--- config.mk ---
export PLATFORM = sky130hd
export DESIGN_NAME = link_training_top
export DESIGN_NICKNAME = d
export VERILOG_FILES = /design/src/verilog/ltsm_pkg.sv /design/src/verilog/sb_msg_pkg.sv /design/src/verilog/link_training_top.sv /design/src/verilog/sb_tx_framer.sv /design/src/verilog/ltsm_sequencer.sv /design/src/verilog/ltsm_timers.sv /design/src/verilog/sb_rx_decoder.sv
export SDC_FILE = /design/constraint.sdc
export NUM_CORES = 1
export LEC_CHECK = 0
export ABC_CLOCK_PERIOD_IN_PS = 2320
export BUFFER_PORTS_ARGS = -buffer_cell sky130_fd_sc_hd__buf_4
export CORE_MARGIN = 2
export CORE_UTILIZATION = 52
export DETAILED_ROUTE_END_ITERATION = 16
export GPL_TIMING_DRIVEN = 0
export MAX_ROUTING_LAYER = met4
export PLACE_DENSITY = 0.72
export REMOVE_ABC_BUFFERS = 1
export SETUP_SLACK_MARGIN = 0.05
export SLEW_MARGIN = 20
export SYNTH_ARGS = -nofsm -noshare
export SYNTH_HDL_FRONTEND = slang
export SYNTH_SLANG_ARGS = --single-unit
--- constraint.sdc ---
create_clock -name clk_100MHz -period 2.32 [get_ports clk_100MHz]
set_clock_uncertainty 0.2 [all_clocks]
set_input_delay 0.348 -clock clk_100MHz [delete_from_list [all_inputs] [get_ports clk_100MHz]]
set_output_delay 0.348 -clock clk_100MHz [all_outputs]
set_load 0.02 [all_outputs]
--- src/verilog/ltsm_pkg.sv ---
package ltsm_pkg;

    // Training state codes, 3'd6 is not used
    typedef enum logic [2:0] {
        RESET      = 3'd0,
        SBINIT     = 3'd1,
        MBINIT     = 3'd2,
        MBTRAIN    = 3'd3,
        LINKINIT   = 3'd4,
        ACTIVE     = 3'd5,
        TRAINERROR = 3'd7
    } ltsm_state_t;

    // Cycles spent in RESET before a start is honoured
    localparam int RESET_DWELL_DEFAULT = 100;

    // Cycles a training state may last before TRAINERROR
    localparam int STATE_TIMEOUT_DEFAULT = 2000;

    // Cycles between a sent request and its re-send
    localparam int RETRY_DEFAULT = 100;

endpackage
--- src/verilog/sb_msg_pkg.sv ---
package sb_msg_pkg;

    import ltsm_pkg::*;

    // Sideband message opcodes
    typedef enum logic [1:0] {
        SB_REQ  = 2'd0,
        SB_RESP = 2'd1,
        SB_ERR  = 2'd2
    } sb_opcode_t;

    // One whole sideband message, 14 bits
    typedef struct packed {
        sb_opcode_t  opcode;
        ltsm_state_t state;
        logic [7:0]  tag;
        logic        parity;
    } sb_msg_t;

    // Request from the state machine to the transmit side
    typedef struct packed {
        sb_opcode_t  opcode;
        ltsm_state_t state;
    } sb_req_t;

    // Even parity, all 14 message bits XOR to zero
    function automatic logic sb_parity(input sb_opcode_t  opcode,
                                       input ltsm_state_t state,
                                       input logic [7:0]  tag);
        return ^{opcode, state, tag};
    endfunction

endpackage

--- src/verilog/link_training_top.sv ---
`timescale 1ns/1ps

module link_training_top import ltsm_pkg::*, sb_msg_pkg::*; #(
    parameter int RESET_DWELL   = RESET_DWELL_DEFAULT,
    parameter int STATE_TIMEOUT = STATE_TIMEOUT_DEFAULT,
    parameter int RETRY         = RETRY_DEFAULT
) (
    input  logic        clk_100MHz,
    input  logic        reset,
    input  logic        enable_i,
    input  logic        start_training_i,
    input  sb_msg_t     rx_msg_i,
    input  logic        rx_valid_i,
    output logic        rx_ready_o,
    output sb_msg_t     tx_msg_o,
    output logic        tx_valid_o,
    input  logic        tx_ready_i,
    output logic        link_active_o,
    output ltsm_state_t train_state_o
);

    logic        resp_valid;
    ltsm_state_t resp_state;
    logic        rx_enable;
    sb_req_t     req;
    logic        req_valid;
    logic        req_ready;
    logic        msg_sent;
    ltsm_state_t state;
    logic        state_change;
    logic        dwell_done;
    logic        state_timeout;
    logic        retry_due;

    assign train_state_o = state;

    sb_rx_decoder u_sb_rx_decoder (
        .clk_100MHz   (clk_100MHz),
        .reset        (reset),
        .rx_enable_i  (rx_enable),
        .rx_msg_i     (rx_msg_i),
        .rx_valid_i   (rx_valid_i),
        .rx_ready_o   (rx_ready_o),
        .resp_valid_o (resp_valid),
        .resp_state_o (resp_state)
    );

    ltsm_sequencer u_ltsm_sequencer (
        .clk_100MHz       (clk_100MHz),
        .reset            (reset),
        .enable_i         (enable_i),
        .start_training_i (start_training_i),
        .resp_valid_i     (resp_valid),
        .resp_state_i     (resp_state),
        .dwell_done_i     (dwell_done),
        .state_timeout_i  (state_timeout),
        .retry_due_i      (retry_due),
        .req_ready_i      (req_ready),
        .msg_sent_i       (msg_sent),
        .state_o          (state),
        .state_change_o   (state_change),
        .rx_enable_o      (rx_enable),
        .req_o            (req),
        .req_valid_o      (req_valid),
        .link_active_o    (link_active_o)
    );

    ltsm_timers #(
        .RESET_DWELL   (RESET_DWELL),
        .STATE_TIMEOUT (STATE_TIMEOUT),
        .RETRY         (RETRY)
    ) u_ltsm_timers (
        .clk_100MHz      (clk_100MHz),
        .reset           (reset),
        .state_i         (state),
        .state_change_i  (state_change),
        .msg_sent_i      (msg_sent),
        .dwell_done_o    (dwell_done),
        .state_timeout_o (state_timeout),
        .retry_due_o     (retry_due)
    );

    sb_tx_framer u_sb_tx_framer (
        .clk_100MHz  (clk_100MHz),
        .reset       (reset),
        .req_i       (req),
        .req_valid_i (req_valid),
        .tx_ready_i  (tx_ready_i),
        .req_ready_o (req_ready),
        .tx_msg_o    (tx_msg_o),
        .tx_valid_o  (tx_valid_o),
        .msg_sent_o  (msg_sent)
    );

endmodule

--- src/verilog/sb_tx_framer.sv ---
`timescale 1ns/1ps

module sb_tx_framer import sb_msg_pkg::*; (
    input  logic    clk_100MHz,
    input  logic    reset,
    input  sb_req_t req_i,
    input  logic    req_valid_i,
    input  logic    tx_ready_i,
    output logic    req_ready_o,
    output sb_msg_t tx_msg_o,
    output logic    tx_valid_o,
    output logic    msg_sent_o
);

    logic       accept;
    logic [7:0] tag_q;
    sb_msg_t    msg_next;

    // Free when empty or when the held message leaves this cycle
    assign req_ready_o = !tx_valid_o || tx_ready_i;
    assign accept      = req_valid_i && req_ready_o;
    assign msg_sent_o  = tx_valid_o && tx_ready_i;

    always_comb begin
        msg_next.opcode = req_i.opcode;
        msg_next.state  = req_i.state;
        msg_next.tag    = tag_q;
        msg_next.parity = sb_parity(req_i.opcode, req_i.state, tag_q);
    end

    always_ff @(posedge clk_100MHz) begin
        if (reset) begin
            tx_valid_o <= 1'b0;
            tag_q      <= 8'd0;
        end else begin
            if (accept) begin
                tx_valid_o <= 1'b1;
                // Wraps at 8 bits
                tag_q      <= tag_q + 8'd1;
            end else if (tx_ready_i) begin
                tx_valid_o <= 1'b0;
            end
        end
    end

    // Held stable until the transfer
    always_ff @(posedge clk_100MHz) begin
        if (accept) begin
            tx_msg_o <= msg_next;
        end
    end

endmodule

--- src/verilog/ltsm_sequencer.sv ---
`timescale 1ns/1ps

module ltsm_sequencer import ltsm_pkg::*, sb_msg_pkg::*; (
    input  logic        clk_100MHz,
    input  logic        reset,
    input  logic        enable_i,
    input  logic        start_training_i,
    input  logic        resp_valid_i,
    input  ltsm_state_t resp_state_i,
    input  logic        dwell_done_i,
    input  logic        state_timeout_i,
    input  logic        retry_due_i,
    input  logic        req_ready_i,
    input  logic        msg_sent_i,
    output ltsm_state_t state_o,
    output logic        state_change_o,
    output logic        rx_enable_o,
    output sb_req_t     req_o,
    output logic        req_valid_o,
    output logic        link_active_o
);

    ltsm_state_t state_q;
    ltsm_state_t state_next;
    logic        in_training;
    logic        resp_match;
    logic        entry;
    logic        req_owed;
    logic        in_flight;
    logic        load_req;
    logic        retry_fire;
    logic        err_sent;

    assign in_training = state_q inside {SBINIT, MBINIT, MBTRAIN, LINKINIT};
    assign resp_match  = resp_valid_i && (resp_state_i == state_q);

    // Error message has left the framer once nothing else is queued behind it
    assign err_sent = msg_sent_i && !req_valid_o && !req_owed;

    always_comb begin
        state_next = state_q;
        if (in_training && state_timeout_i) begin
            state_next = TRAINERROR;
        end else begin
            case (state_q)
                RESET: begin
                    if (dwell_done_i && enable_i && start_training_i) begin
                        state_next = SBINIT;
                    end
                end
                SBINIT:     state_next = resp_match ? MBINIT : SBINIT;
                MBINIT:     state_next = resp_match ? MBTRAIN : MBINIT;
                MBTRAIN:    state_next = resp_match ? LINKINIT : MBTRAIN;
                LINKINIT:   state_next = resp_match ? ACTIVE : LINKINIT;
                ACTIVE:     state_next = ACTIVE;
                TRAINERROR: state_next = err_sent ? RESET : TRAINERROR;
                default:    state_next = RESET;
            endcase
        end
    end

    assign state_change_o = (state_next != state_q);
    assign entry          = state_change_o && (state_next != RESET) && (state_next != ACTIVE);

    // Re-send only when nothing for this state is still on its way
    assign retry_fire = in_training && retry_due_i && !resp_match && !state_change_o &&
                        !req_owed && !req_valid_o && !in_flight;
    assign load_req   = req_owed && (!req_valid_o || req_ready_i) && !state_change_o;

    always_ff @(posedge clk_100MHz) begin
        if (reset) begin
            state_q     <= RESET;
            req_owed    <= 1'b0;
            req_valid_o <= 1'b0;
            in_flight   <= 1'b0;
        end else begin
            state_q <= state_next;

            if (state_change_o) begin
                req_owed <= entry;
            end else if (retry_fire) begin
                req_owed <= 1'b1;
            end else if (load_req) begin
                req_owed <= 1'b0;
            end

            if (load_req) begin
                req_valid_o <= 1'b1;
            end else if (req_ready_i) begin
                req_valid_o <= 1'b0;
            end

            // Framer holds at most one message
            if (req_valid_o && req_ready_i) begin
                in_flight <= 1'b1;
            end else if (msg_sent_i) begin
                in_flight <= 1'b0;
            end
        end
    end

    always_ff @(posedge clk_100MHz) begin
        if (load_req) begin
            req_o.opcode <= (state_q == TRAINERROR) ? SB_ERR : SB_REQ;
            req_o.state  <= state_q;
        end
    end

    assign state_o       = state_q;
    assign rx_enable_o   = (state_q != RESET);
    assign link_active_o = (state_q == ACTIVE);

endmodule

--- src/verilog/ltsm_timers.sv ---
`timescale 1ns/1ps

module ltsm_timers import ltsm_pkg::*; #(
    parameter int RESET_DWELL   = RESET_DWELL_DEFAULT,
    parameter int STATE_TIMEOUT = STATE_TIMEOUT_DEFAULT,
    parameter int RETRY         = RETRY_DEFAULT
) (
    input  logic        clk_100MHz,
    input  logic        reset,
    input  ltsm_state_t state_i,
    input  logic        state_change_i,
    input  logic        msg_sent_i,
    output logic        dwell_done_o,
    output logic        state_timeout_o,
    output logic        retry_due_o
);

    localparam int DWELL_W   = $clog2(RESET_DWELL + 1);
    localparam int TIMEOUT_W = $clog2(STATE_TIMEOUT + 1);
    localparam int RETRY_W   = $clog2(RETRY + 1);

    logic [DWELL_W-1:0]   dwell_cnt;
    logic [TIMEOUT_W-1:0] timeout_cnt;
    logic [RETRY_W-1:0]   retry_cnt;
    logic                 in_training;

    assign in_training = state_i inside {SBINIT, MBINIT, MBTRAIN, LINKINIT};

    assign dwell_done_o    = (dwell_cnt == DWELL_W'(RESET_DWELL));
    assign state_timeout_o = (timeout_cnt == TIMEOUT_W'(STATE_TIMEOUT));
    assign retry_due_o     = (retry_cnt == RETRY_W'(RETRY));

    always_ff @(posedge clk_100MHz) begin
        if (reset) begin
            dwell_cnt   <= '0;
            timeout_cnt <= '0;
            retry_cnt   <= '0;
        end else begin
            // Dwell counts only in RESET, then holds at its limit
            if (state_change_i) begin
                dwell_cnt <= '0;
            end else if (state_i == RESET && !dwell_done_o) begin
                dwell_cnt <= dwell_cnt + DWELL_W'(1);
            end

            // Per-state timeout for the four training states
            if (state_change_i) begin
                timeout_cnt <= '0;
            end else if (in_training && !state_timeout_o) begin
                timeout_cnt <= timeout_cnt + TIMEOUT_W'(1);
            end

            // Restarts only when a message actually leaves
            if (msg_sent_i) begin
                retry_cnt <= '0;
            end else if (!retry_due_o) begin
                retry_cnt <= retry_cnt + RETRY_W'(1);
            end
        end
    end

endmodule

--- src/verilog/sb_rx_decoder.sv ---
`timescale 1ns/1ps

module sb_rx_decoder import ltsm_pkg::*, sb_msg_pkg::*; (
    input  logic        clk_100MHz,
    input  logic        reset,
    input  logic        rx_enable_i,
    input  sb_msg_t     rx_msg_i,
    input  logic        rx_valid_i,
    output logic        rx_ready_o,
    output logic        resp_valid_o,
    output ltsm_state_t resp_state_o
);

    logic accept;
    logic parity_ok;
    logic is_resp;

    // No buffering, so ready simply follows enable
    assign rx_ready_o = rx_enable_i;
    assign accept     = rx_valid_i && rx_ready_o;

    assign parity_ok = (rx_msg_i.parity ==
                        sb_parity(rx_msg_i.opcode, rx_msg_i.state, rx_msg_i.tag));
    assign is_resp   = (rx_msg_i.opcode == SB_RESP);

    // One cycle response event
    always_ff @(posedge clk_100MHz) begin
        if (reset) begin
            resp_valid_o <= 1'b0;
        end else begin
            resp_valid_o <= accept && parity_ok && is_resp;
        end
    end

    // State field of the accepted message
    always_ff @(posedge clk_100MHz) begin
        if (accept) begin
            resp_state_o <= rx_msg_i.state;
        end
    end

endmodule

; Word level (Yosys, flattened, before mapping)
; Cells that the tools add are included.
[op_classes]
n_addsub = 4
eq_ne = 14
muxes = 18
n_reduce_logical = 45
[op_table]
columns = operator, count
row1 = 13-bit XOR reduction, 2
row2 = 1-bit logical AND, 23
row3 = 3-bit case mux with 7 select lines, 1
row4 = "7-bit by 1-bit adder with 7-bit output, second input constant", 2
row5 = "7-bit equality test, second input constant", 2
row6 = 3-bit 2-to-1 mux, 4
row7 = "11-bit by 1-bit adder with 11-bit output, second input constant", 1
row8 = "11-bit equality test, second input constant", 1
row9 = 1-bit 2-to-1 mux, 11
row10 = "3-bit equality test, second input constant", 3
row11 = 3-bit nonzero test, 3
row12 = "8-bit by 1-bit adder with 8-bit output, second input constant", 1
row13 = 1-bit logical NOT, 8
row14 = "3-bit by 2-bit equality test with 1-bit output, second input constant", 2
row15 = 2-bit nonzero test, 3
row16 = 2-bit 2-to-1 mux, 2
row17 = 4-bit nonzero test, 1
row18 = 2-bit OR reduction, 2
row19 = "3-bit by 1-bit equality test with 1-bit output, second input constant", 1
row20 = 3-bit equality test, 1
row21 = 3-bit logical NOT, 1
row22 = 3-bit inequality test, 1
row23 = "3-bit inequality test, second input constant", 1
row24 = "2-bit by 1-bit equality test with 1-bit output, second input constant", 1
row25 = other kinds (2), 3
[totals]
regBits = 63
in_bits = 20
out_inout_bits = 20
wordCells = 98

; Depth between registers and ports, before layout
; Gate-level depths: netlist (run 1).
[depth]
ltp_word = 14
mapped_depth = 8
mapped_depth_nobuf = 7

; By module
; A second synthesis (run 1) with hierarchy kept.
[hier_totals]
hier_cells = 320
hier_area_um2 = 3209.3
[modules_own_cells]
columns = mod, n_inst, cells_each, area_per_inst_um2, seq_area_each_um2
row1 = ltsm_timers, 1, 149, 1278.7, 500.5
row2 = sb_tx_framer, 1, 72, 963.4, 600.6
row3 = ltsm_sequencer, 1, 80, 699.4, 240.2
row4 = sb_rx_decoder, 1, 19, 267.8, 110.1

; Worst setup path before layout (run 1)
; Ideal clock, no wire load.
[synth_path]
path_type = register -> register
startpoint = register u_ltsm_sequencer.state_q[1] (netlist: u_ltsm_sequencer.state_o[1])
endpoint = register u_ltsm_sequencer.req_o[0] (netlist name), enable pin
setup_time_ps = 339
arrival_time_ps = 1741
t_required_ps = 1781
slack_ps = 39
path_stages_with_launch = 7
path_buffers = 1
synth_period_minus_slack_ps = 2281
cell_sequence = dfxtp_1 -> buf_2 -> xor2_1 -> nor4_2 -> o31ai_2 -> o221ai_1 -> a21oi_1
[synth_between]
elab_chain_len = 8
elab_cells_between_ends = 21
cone_classes = eq/ne (8) / mux (7) / reduce/logical (6)
[synth_lines]
columns = element, line_no
row1 = "start, declared", ltsm_sequencer.sv:23  ; ltsm_state_t state_q;
row2 = "start signal, assigned", ltsm_sequencer.sv:77  ; state_q <= state_next;
row3 = 3-bit equality test, ltsm_sequencer.sv:35  ; assign resp_match = resp_valid_i && (resp_state_i == state_q);
row4 = 1-bit logical AND, ltsm_sequencer.sv:35
row5 = "1-bit 2-to-1 mux, or another cell as far along", "ltsm_sequencer.sv:52, ltsm_sequencer.sv:54"
row6 = 3-bit case mux with 7 select lines, ltsm_sequencer.sv:45  ; case (state_q)
row7 = 3-bit 2-to-1 mux, ltsm_sequencer.sv:42  ; if (in_training && state_timeout_i) begin
row8 = 3-bit inequality test (*), ltsm_sequencer.sv:62  ; assign state_change_o = (state_next != state_q);
row9 = 1-bit logical NOT (*), ltsm_sequencer.sv:68  ; assign load_req = req_owed && (!req_valid_o || req_ready_i) && !state_change_o;
row10 = 1-bit logical AND (*), ltsm_sequencer.sv:68
row11 = via u_ltsm_sequencer.load_req, ltsm_sequencer.sv:30  ; logic load_req;
row12 = "end, declared", ltsm_sequencer.sv:18  ; output sb_req_t req_o,
; Mark *: on every way through the listed nets, which the timed path passes. The rest lies on a longest branch.
; A chain may end at the register's enable or synchronous reset.

; Final worst setup path (run 1)
[layout_path]
startpoint = register u_ltsm_timers.timeout_cnt[0]
endpoint = register u_ltsm_timers.timeout_cnt[4]
[layout_between]
elab_chain_len = 5
elab_cells_between_ends = 8
cone_classes = add/sub (1) / eq/ne (2) / mux (1) / reduce/logical (4)
[layout_lines]
columns = element, line_no
row1 = "start, declared", ltsm_timers.sv:23  ; logic [TIMEOUT_W-1:0] timeout_cnt;
row2 = "start signal, assigned", ltsm_timers.sv:50  ; timeout_cnt <= timeout_cnt + TIMEOUT_W'(1);
row3 = 11-bit equality test, ltsm_timers.sv:30  ; assign state_timeout_o = (timeout_cnt == TIMEOUT_W'(STATE_TIMEOUT));
row4 = 1-bit logical AND, ltsm_sequencer.sv:42
row5 = 3-bit 2-to-1 mux, ltsm_sequencer.sv:42
row6 = 3-bit inequality test, ltsm_sequencer.sv:62
row7 = 2-bit OR reduction (no source line), -
; Several ways; a longest one is shown, not always the timed one.

==> results of run 1 <==
## layer usage
| layer | up-vias | share of wire | global-route usage |
|---|---|---|---|
| met2 | 58 | 0.50 | 0.344 |
| met1 | 1089 | 0.44 | 0.235 |
| met5 | - | 0 | - |
| met3 | 9 | 0.052 | 0.0697 |
| met4 | 0 | 0.010 | 0.0661 |
| li1 | 1148 | - | - |
## final cells by class
class	instances	area (um^2)	area share
inverter	13	48.8	0.0127
clock buffer	9	124	0.0322
timing repair buffer	51	443	0.115
clock inverter	7	114	0.0296
multi-input combinational	213	1600	0.415
sequential	61	1430	0.372
tap	72	90.1	0.0234
## Yosys cell counts (2+ instances only)
cell type  instances  area, um^2
mux2i_1            2        20.0
buf_6              2        22.5
xor2_1            27         236
nand3_1           15        75.1
dfxtp_1           41         821
inv_1             12        45.0
nand4_1           10        62.6
a31oi_1            6        37.5
nor2_2            10        62.6
and2_1             5        31.3
and4_1             2        17.5
or3_1              3        18.8
nand2b_1           2        12.5
ha_1               9         113
nor3_1             4        20.0
nor2b_1            2        12.5
buf_2              3        15.0
a21oi_1           10        50.1
nor2_1            31         116
nand4bb_1          3        33.8
xnor2_1           24         210
o21ai_0            3        15.0
nand2_1           16        60.1
and3_1             3        18.8
clkbuf_1           4        15.0
edfxtp_1          20         601
## worst max path at each step
stage / startpoint / endpoint / slack, ns / cells past startpoint
floorplan: u_ltsm_sequencer.state_o[0] / u_ltsm_timers.dwell_cnt[0] / -0.10 / 5
global placement: u_ltsm_sequencer.state_o[0] / u_ltsm_timers.dwell_cnt[1] / -0.48 / 5
detailed placement: u_ltsm_sequencer.state_o[0] / u_ltsm_timers.dwell_cnt[2] / -0.44 / 5
CTS: u_ltsm_timers.timeout_cnt[1] / u_ltsm_timers.timeout_cnt[10] / 0.003 / 8
global route: u_ltsm_timers.timeout_cnt[0] / u_ltsm_timers.timeout_cnt[10] / 0.004 / 10
finish: u_ltsm_timers.timeout_cnt[0] / u_ltsm_timers.timeout_cnt[4] / 0.1 / 9
## registers in the layout, summed over array words and instances (netlist names)
signal,cells
u_sb_rx_decoder.resp_valid_o,1
u_ltsm_timers.dwell_cnt,7
u_sb_tx_framer.tx_valid_o,1
u_ltsm_sequencer.req_valid_o,1
u_sb_rx_decoder.resp_state_o,3
u_ltsm_timers.retry_cnt,7
u_sb_tx_framer.tx_msg_o,13
u_ltsm_timers.timeout_cnt,11
u_ltsm_sequencer.req_o,4
u_ltsm_sequencer.req_owed,1
u_ltsm_sequencer.state_o,3
u_sb_tx_framer.tag_q,8
u_ltsm_sequencer.in_flight,1
## per-stage QoR
stage	hold WS, ns	cell area [um^2]	worst slack [ns]	TNS, ns
floorplan	0.217	2980	-0.101	-1.90
global placement	0.236	3350	-0.477	-11.64
detailed placement	0.246	3370	-0.443	-8.89
CTS	0.0647	3770	0.00291	0
global route	0.0792	3850	0.00430	0
finish	0.0769	3850	0.0980	0
## cells by family (layout without fill, tap and decap cells)
logic type,after synthesis,in the layout,synth area share
simple gates,115,115,0.214
flops,61,61,0.465
xor+xnor,51,51,0.146
compound gates,34,34,0.0856
buf+inv,24,80,0.0406
fa+ha+maj,9,9,0.0369
mux,3,3,0.0102
other cells,1,1,0.00123
## repair_timing
action	in CTS	in global routing
resized for setup	16	9
setup endpoints to repair	25	23
hold buffers	3	0
pin swaps	1	4
buffers inserted	3	5
gates cloned	1	0
hold endpoints to repair	3	0
## cells in the final DEF (no fill, tap or decap), types with 3 or more instances in the layout
master         instances
inv_2                  3
nand3_1               15
buf_4                 43
a31oi_1                6
nand4_1               10
bufinv_16              3
edfxtp_1              20
clkbuf_8               9
nor3_1                 4
nand2_1               16
nor2_2                10
o21ai_0                3
xor2_1                27
nand4bb_1              3
xnor2_1               24
and2_1                 4
and3_1                 3
dfxtp_1               37
ha_1                   8
a21oi_1                8
dlygate4sd3_1          3
inv_1                 10
nor2_1                31
## worst max-delay path: cells and delay by family (launching register included)
kind | cells | cell delay [ns]
fa+ha+maj | 1 | 0.14
flops | 1 | 0.32
compound gates | 2 | 0.50
simple gates | 3 | 0.58
buf+inv | 3 | 0.37
## power breakdown
part	total, mW	internal, mW	switching (mW)
logic	0.146	0.0817	0.0644
clock network	1.12	0.707	0.416
registers	1.11	1.10	0.0118
total	2.38	1.89	0.492
==> reports/metrics.yaml, run 1 <==
clock_network:
  cts_buffer_depth: 2
  htree_num_levels: 3
  tritoncts: "built"
  clock-sinks: 61
  clk_latency_ns: 0.34
  cts_made_buffers: 9
  clk_pin_slew_ns: 0.06
  cts_root_buf: "clkbuf_8"
sta:
  max_freq_ghz: 0.450
  hold_violations: 0
  period_share: 0.958
  max_slew.worst_pin.slew_ns: 0.712
  rsz0062_at_grt: "false"
  setup_viol: 0
  maxSlewViolCount: 0
  max-slew-margin-rel: 0.521
  finalCriticalPeriod_ns: 2.22
synthesis:
  syn-cell-area_mm2: 0.00305
  async_reset_ff_frac: 0
  yosysWarnings: 0
  synth_cell_types: 55
  ys_ff_latch: 61
  synth_top_flop_cell: "dfxtp_1"
  synth.avg_cell_area_um2: 10.2
  synth-edff-count: 20
  syn_inst: 298
  ys_seq_area_frac: 0.465
min_path:
  hp-start: "rx_msg_i[12]"
  hold_depth: 3
  worst_hold_path.endpoint: "u_sb_rx_decoder.resp_valid_o"
  worstHoldPathType: "input port to flop"
die:
  pin_count: 40
  start_util: 0.548
  rows: 27
  core-area_mm2: 0.00557
  die_y_um: 80.6
  die_w_um: 80.6
  dieArea_mm2: 0.00650
finish:
  drive_gt1_frac: 0.280
  final_util: 0.691
  stdcell_count: 426
  n_antenna_cell: 0
  area_growth_pct: 26.1
  final_nets: 378
  fillerInstances: 443
worst_setup_path:
  path_max_fanout: 9
  critPathSlowestCell: "or3_4"
  reg2regPathDepth: 9
  critPathKind: "flop to flop"
  rrSetupSlack_ns: 0.1
  crit_chain: "inv_2 -> ha_4 -> nand4bb_4 -> or3_4 -> o221a_4 -> o221ai_4 -> buf_12 -> buf_16 -> nor2_2"
  crit_required_ns: 2.35
  crit_arrival_ns: 2.26
  worstReg2RegEnd: "u_ltsm_timers.timeout_cnt[4]"
  crit_path_end_kind: "flop"
  r2r_start: "u_ltsm_timers.timeout_cnt[0]"
  worstSetupStartpointType: "flop"
  max_stage_delay_ns: 0.42
grt:
  grt_pass1_wl_um: 9890
  antenna_found_initial: 0
  grt_pass1_vias: 2115
  grt_overflow: 0
  grt_util_all_layers: 0.207
  grt_max_degree: 17
pwr:
  p_leak_nw: 1.41
  ir_worst_vdd_mv: 0.528
  p_per_area_mw_per_mm2: 619
  totalPowerFinal_mw: 2.38
detailed_routing:
  wl_um: 6090
  first_pass_iters: 4
  routedWlPerCell_um: 14.3
  drt_iter0_drc: 119
  drc: 0
  antenna_left: 0
  via_count: 2304
  vias_per_cell: 5.41
placement:
  place.gp.congestion: 0.732
  dp_hpwl_um: 3840
  place_inst: 398
  numPortBuffers: 38
flow_run:
  maxCapViolations: 0
status:
  outcome: "finished, final reports clean"
(Power assumes the default switching activity.)
==> run 2: changes to the inputs <==
--- a/config.mk
+++ b/config.mk
@@ -12,9 +12,10 @@
 export DETAILED_ROUTE_END_ITERATION = 16
 export GPL_TIMING_DRIVEN = 0
 export MAX_ROUTING_LAYER = met4
-export PLACE_DENSITY = 0.72
+export PLACE_DENSITY = 0.76
 export REMOVE_ABC_BUFFERS = 1
 export SETUP_SLACK_MARGIN = 0.05
+export SKIP_CTS_REPAIR_TIMING = 1
 export SLEW_MARGIN = 20
 export SYNTH_ARGS = -nofsm -noshare
 export SYNTH_HDL_FRONTEND = slang
==> run 2 against run 1 <==
Against the previous run: flip-flop and latch count stayed put; first-iteration DRC count up 60%; clock power is 5% lower; register-to-register slack worse by 0.04 ns; fmax is 1.7% lower; worst setup slack worse by 0.038 ns; routed wire length up 1.2%.
==> reports/metrics.yaml, run 2 (same netlist as run 1, synthesis figures left out) <==
placement:
  dp_hpwl_um: 3910  # +2.1%
  place.gp.congestion: 0.798  # +9.1%
  numPortBuffers: 38  # unchanged
  place_inst: 398  # unchanged
clock_network:
  clock-sinks: 61  # unchanged
  cts_root_buf: "clkbuf_8"
  tritoncts: "built"
  clk_latency_ns: 0.34  # about the same
  cts_made_buffers: 9  # unchanged
  clk_pin_slew_ns: 0.07  # about the same
  htree_num_levels: 3  # unchanged
  cts_buffer_depth: 2  # unchanged
die:
  dieArea_mm2: 0.00650  # unchanged
  rows: 27  # unchanged
  core-area_mm2: 0.00557  # unchanged
  start_util: 0.548  # unchanged
  die_y_um: 80.6  # unchanged
  die_w_um: 80.6  # unchanged
  pin_count: 40  # unchanged
grt:
  grt_util_all_layers: 0.198  # -0.00827
  antenna_found_initial: 0  # unchanged
  grt_overflow: 0  # unchanged
  grt_pass1_vias: 2158  # +2.0%
  grt_max_degree: 19  # +2
  grt_pass1_wl_um: 9550  # -3.4%
finish:
  n_antenna_cell: 0  # unchanged
  most-common-layout-cells: "41 x buf_4, 36 x dfxtp_1, 31 x nor2_1, 26 x xor2_1, 24 x xnor2_1"
  drive_gt1_frac: 0.285  # +0.00524
  largest_reg_flops: 13  # unchanged
  top_register: "u_sb_tx_framer.tx_msg_o"
  final_common_cell: "buf_4"
  final_nets: 375  # -0.79%
  area_growth_pct: 24.6
  largestRegisters: "u_sb_tx_framer.tx_msg_o (13), u_ltsm_timers.timeout_cnt (11), u_sb_tx_framer.tag_q (8)"
  stdcell_count: 423  # -0.70%
detailed_routing:
  wl_um: 6170  # +1.2%
  antenna_left: 0  # unchanged
  drc: 0  # unchanged
  drt_iter0_drc: 190  # +60%
  vias_per_cell: 5.45  # +0.75%
  routedWlPerCell_um: 14.6  # +1.9%
  first_pass_iters: 4  # unchanged
  via_count: 2305  # +0.043%
worst_setup_path:
  critPathKind: "flop to flop"
  max_stage_delay_ns: 0.43  # about the same
  crit_arrival_ns: 2.30  # +0.04 ns
  critPathSlowestCell: "or3_4"
  crit_required_ns: 2.36  # about the same
  crit_chain: "inv_4 -> ha_4 -> nand4bb_4 -> or3_4 -> o221a_4 -> o221ai_4 -> clkbuf_16 -> nor2_2"
  crit_path_end_kind: "flop"
  worstSetupStartpointType: "flop"
  path_max_fanout: 5  # -4
sta:
  maxSlewViolCount: 0  # unchanged
  max_freq_ghz: 0.442  # -1.7%
  max_slew.worst_pin.slew_ns: 0.756  # +0.0443 ns
  rsz0062_at_grt: "true"
  hold_violations: 0  # unchanged
  setup_viol: 0  # unchanged
  period_share: 0.974  # +0.0164
  max-slew-margin-rel: 0.492  # -0.0298
  hold_ws_ns: 0.0926  # +0.0157 ns
  finalCriticalPeriod_ns: 2.26  # +0.0381 ns
min_path:
  worstHoldPathType: "input port to flop"
pwr:
  p_per_area_mw_per_mm2: 610  # -1.6%
  p_leak_nw: 1.39  # -1.3%
  ir_worst_vdd_mv: 0.471  # -11%
flow_run:
  maxCapViolations: 0  # unchanged
status:
  outcome: "finished, final reports clean"
==> run 2: cell count changes in the layout (fill, tap and decap cells not counted), moves of 2 or more <==
| cell | before | now |
|---|---|---|
| dfxtp_2 | 2 | 4 |
| clkinv_1 | 2 | 0 |
| buf_4 | 43 | 41 |
| clkinv_2 | 0 | 2 |
==> run 2: stage by stage <==
stage | utilization | total power [mW] | area [um^2] | worst slack [ns] | TNS [ns]
finish | 0.683 | 2.32 | 3810 | 0.0599 | 0
global route | 0.683 | 2.39 | 3810 | 0.0168 | 0
CTS | 0.644 | 2.31 | 3590 | -0.416 | -8.22
detailed placement | 0.604 | 1.26 | 3370 | -0.410 | -8.07
global placement | 0.602 | 1.26 | 3350 | -0.389 | -8.85
floorplan | - | 1.22 | 2980 | -0.101 | -1.90
==> run 2: final cells by class <==
cell class | instances | area (um^2)
fillers | 438 | 1770
multi-input cells | 213 | 1610
flip-flops and latches | 61 | 1430
repair buffers | 48 | 405
clock buffers | 10 | 138
well taps | 72 | 90.1
clock inverters | 6 | 86.3
inverters | 13 | 51.3
==> run 2: worst max-delay path: cells and delay by family, from the launching register on <==
family / cells / cell delay, ns
flip-flops: 1 / 0.34
buffers and inverters: 2 / 0.29
adder cells (fa/ha/maj): 1 / 0.14
AO/OA/AOI/OAI: 2 / 0.59
AND/OR/NAND/NOR: 3 / 0.60
==> run 2: path summary, 6_finish.rpt <==
kind | start | end | slack, ns | cells past startpoint
worst max-delay path | u_ltsm_timers.timeout_cnt[0] | u_ltsm_timers.timeout_cnt[0] | 0.06 | 8
worst min-delay path | rx_msg_i[12] | u_sb_rx_decoder.resp_valid_o | 0.09 | 3
worst max register to register | u_ltsm_timers.timeout_cnt[0] | u_ltsm_timers.timeout_cnt[0] | 0.06 | 8
worst min register to register | u_ltsm_sequencer.in_flight | u_ltsm_sequencer.in_flight | 0.26 | 2
==> run 2: power by group <==
group | total [mW] | internal [mW] | switching, mW
clock network | 1.06 | 0.632 | 0.433
registers | 1.12 | 1.10 | 0.0114
logic | 0.140 | 0.0770 | 0.0631
==> run 2: metal layers <==
metal  wire length, um  vias up  GRT usage
li1                  -     1136          -
met3               254       13     0.0506
met1              2560     1104      0.223
met2              3210       52      0.333
met5                 0        -          -
met4               132        0     0.0915
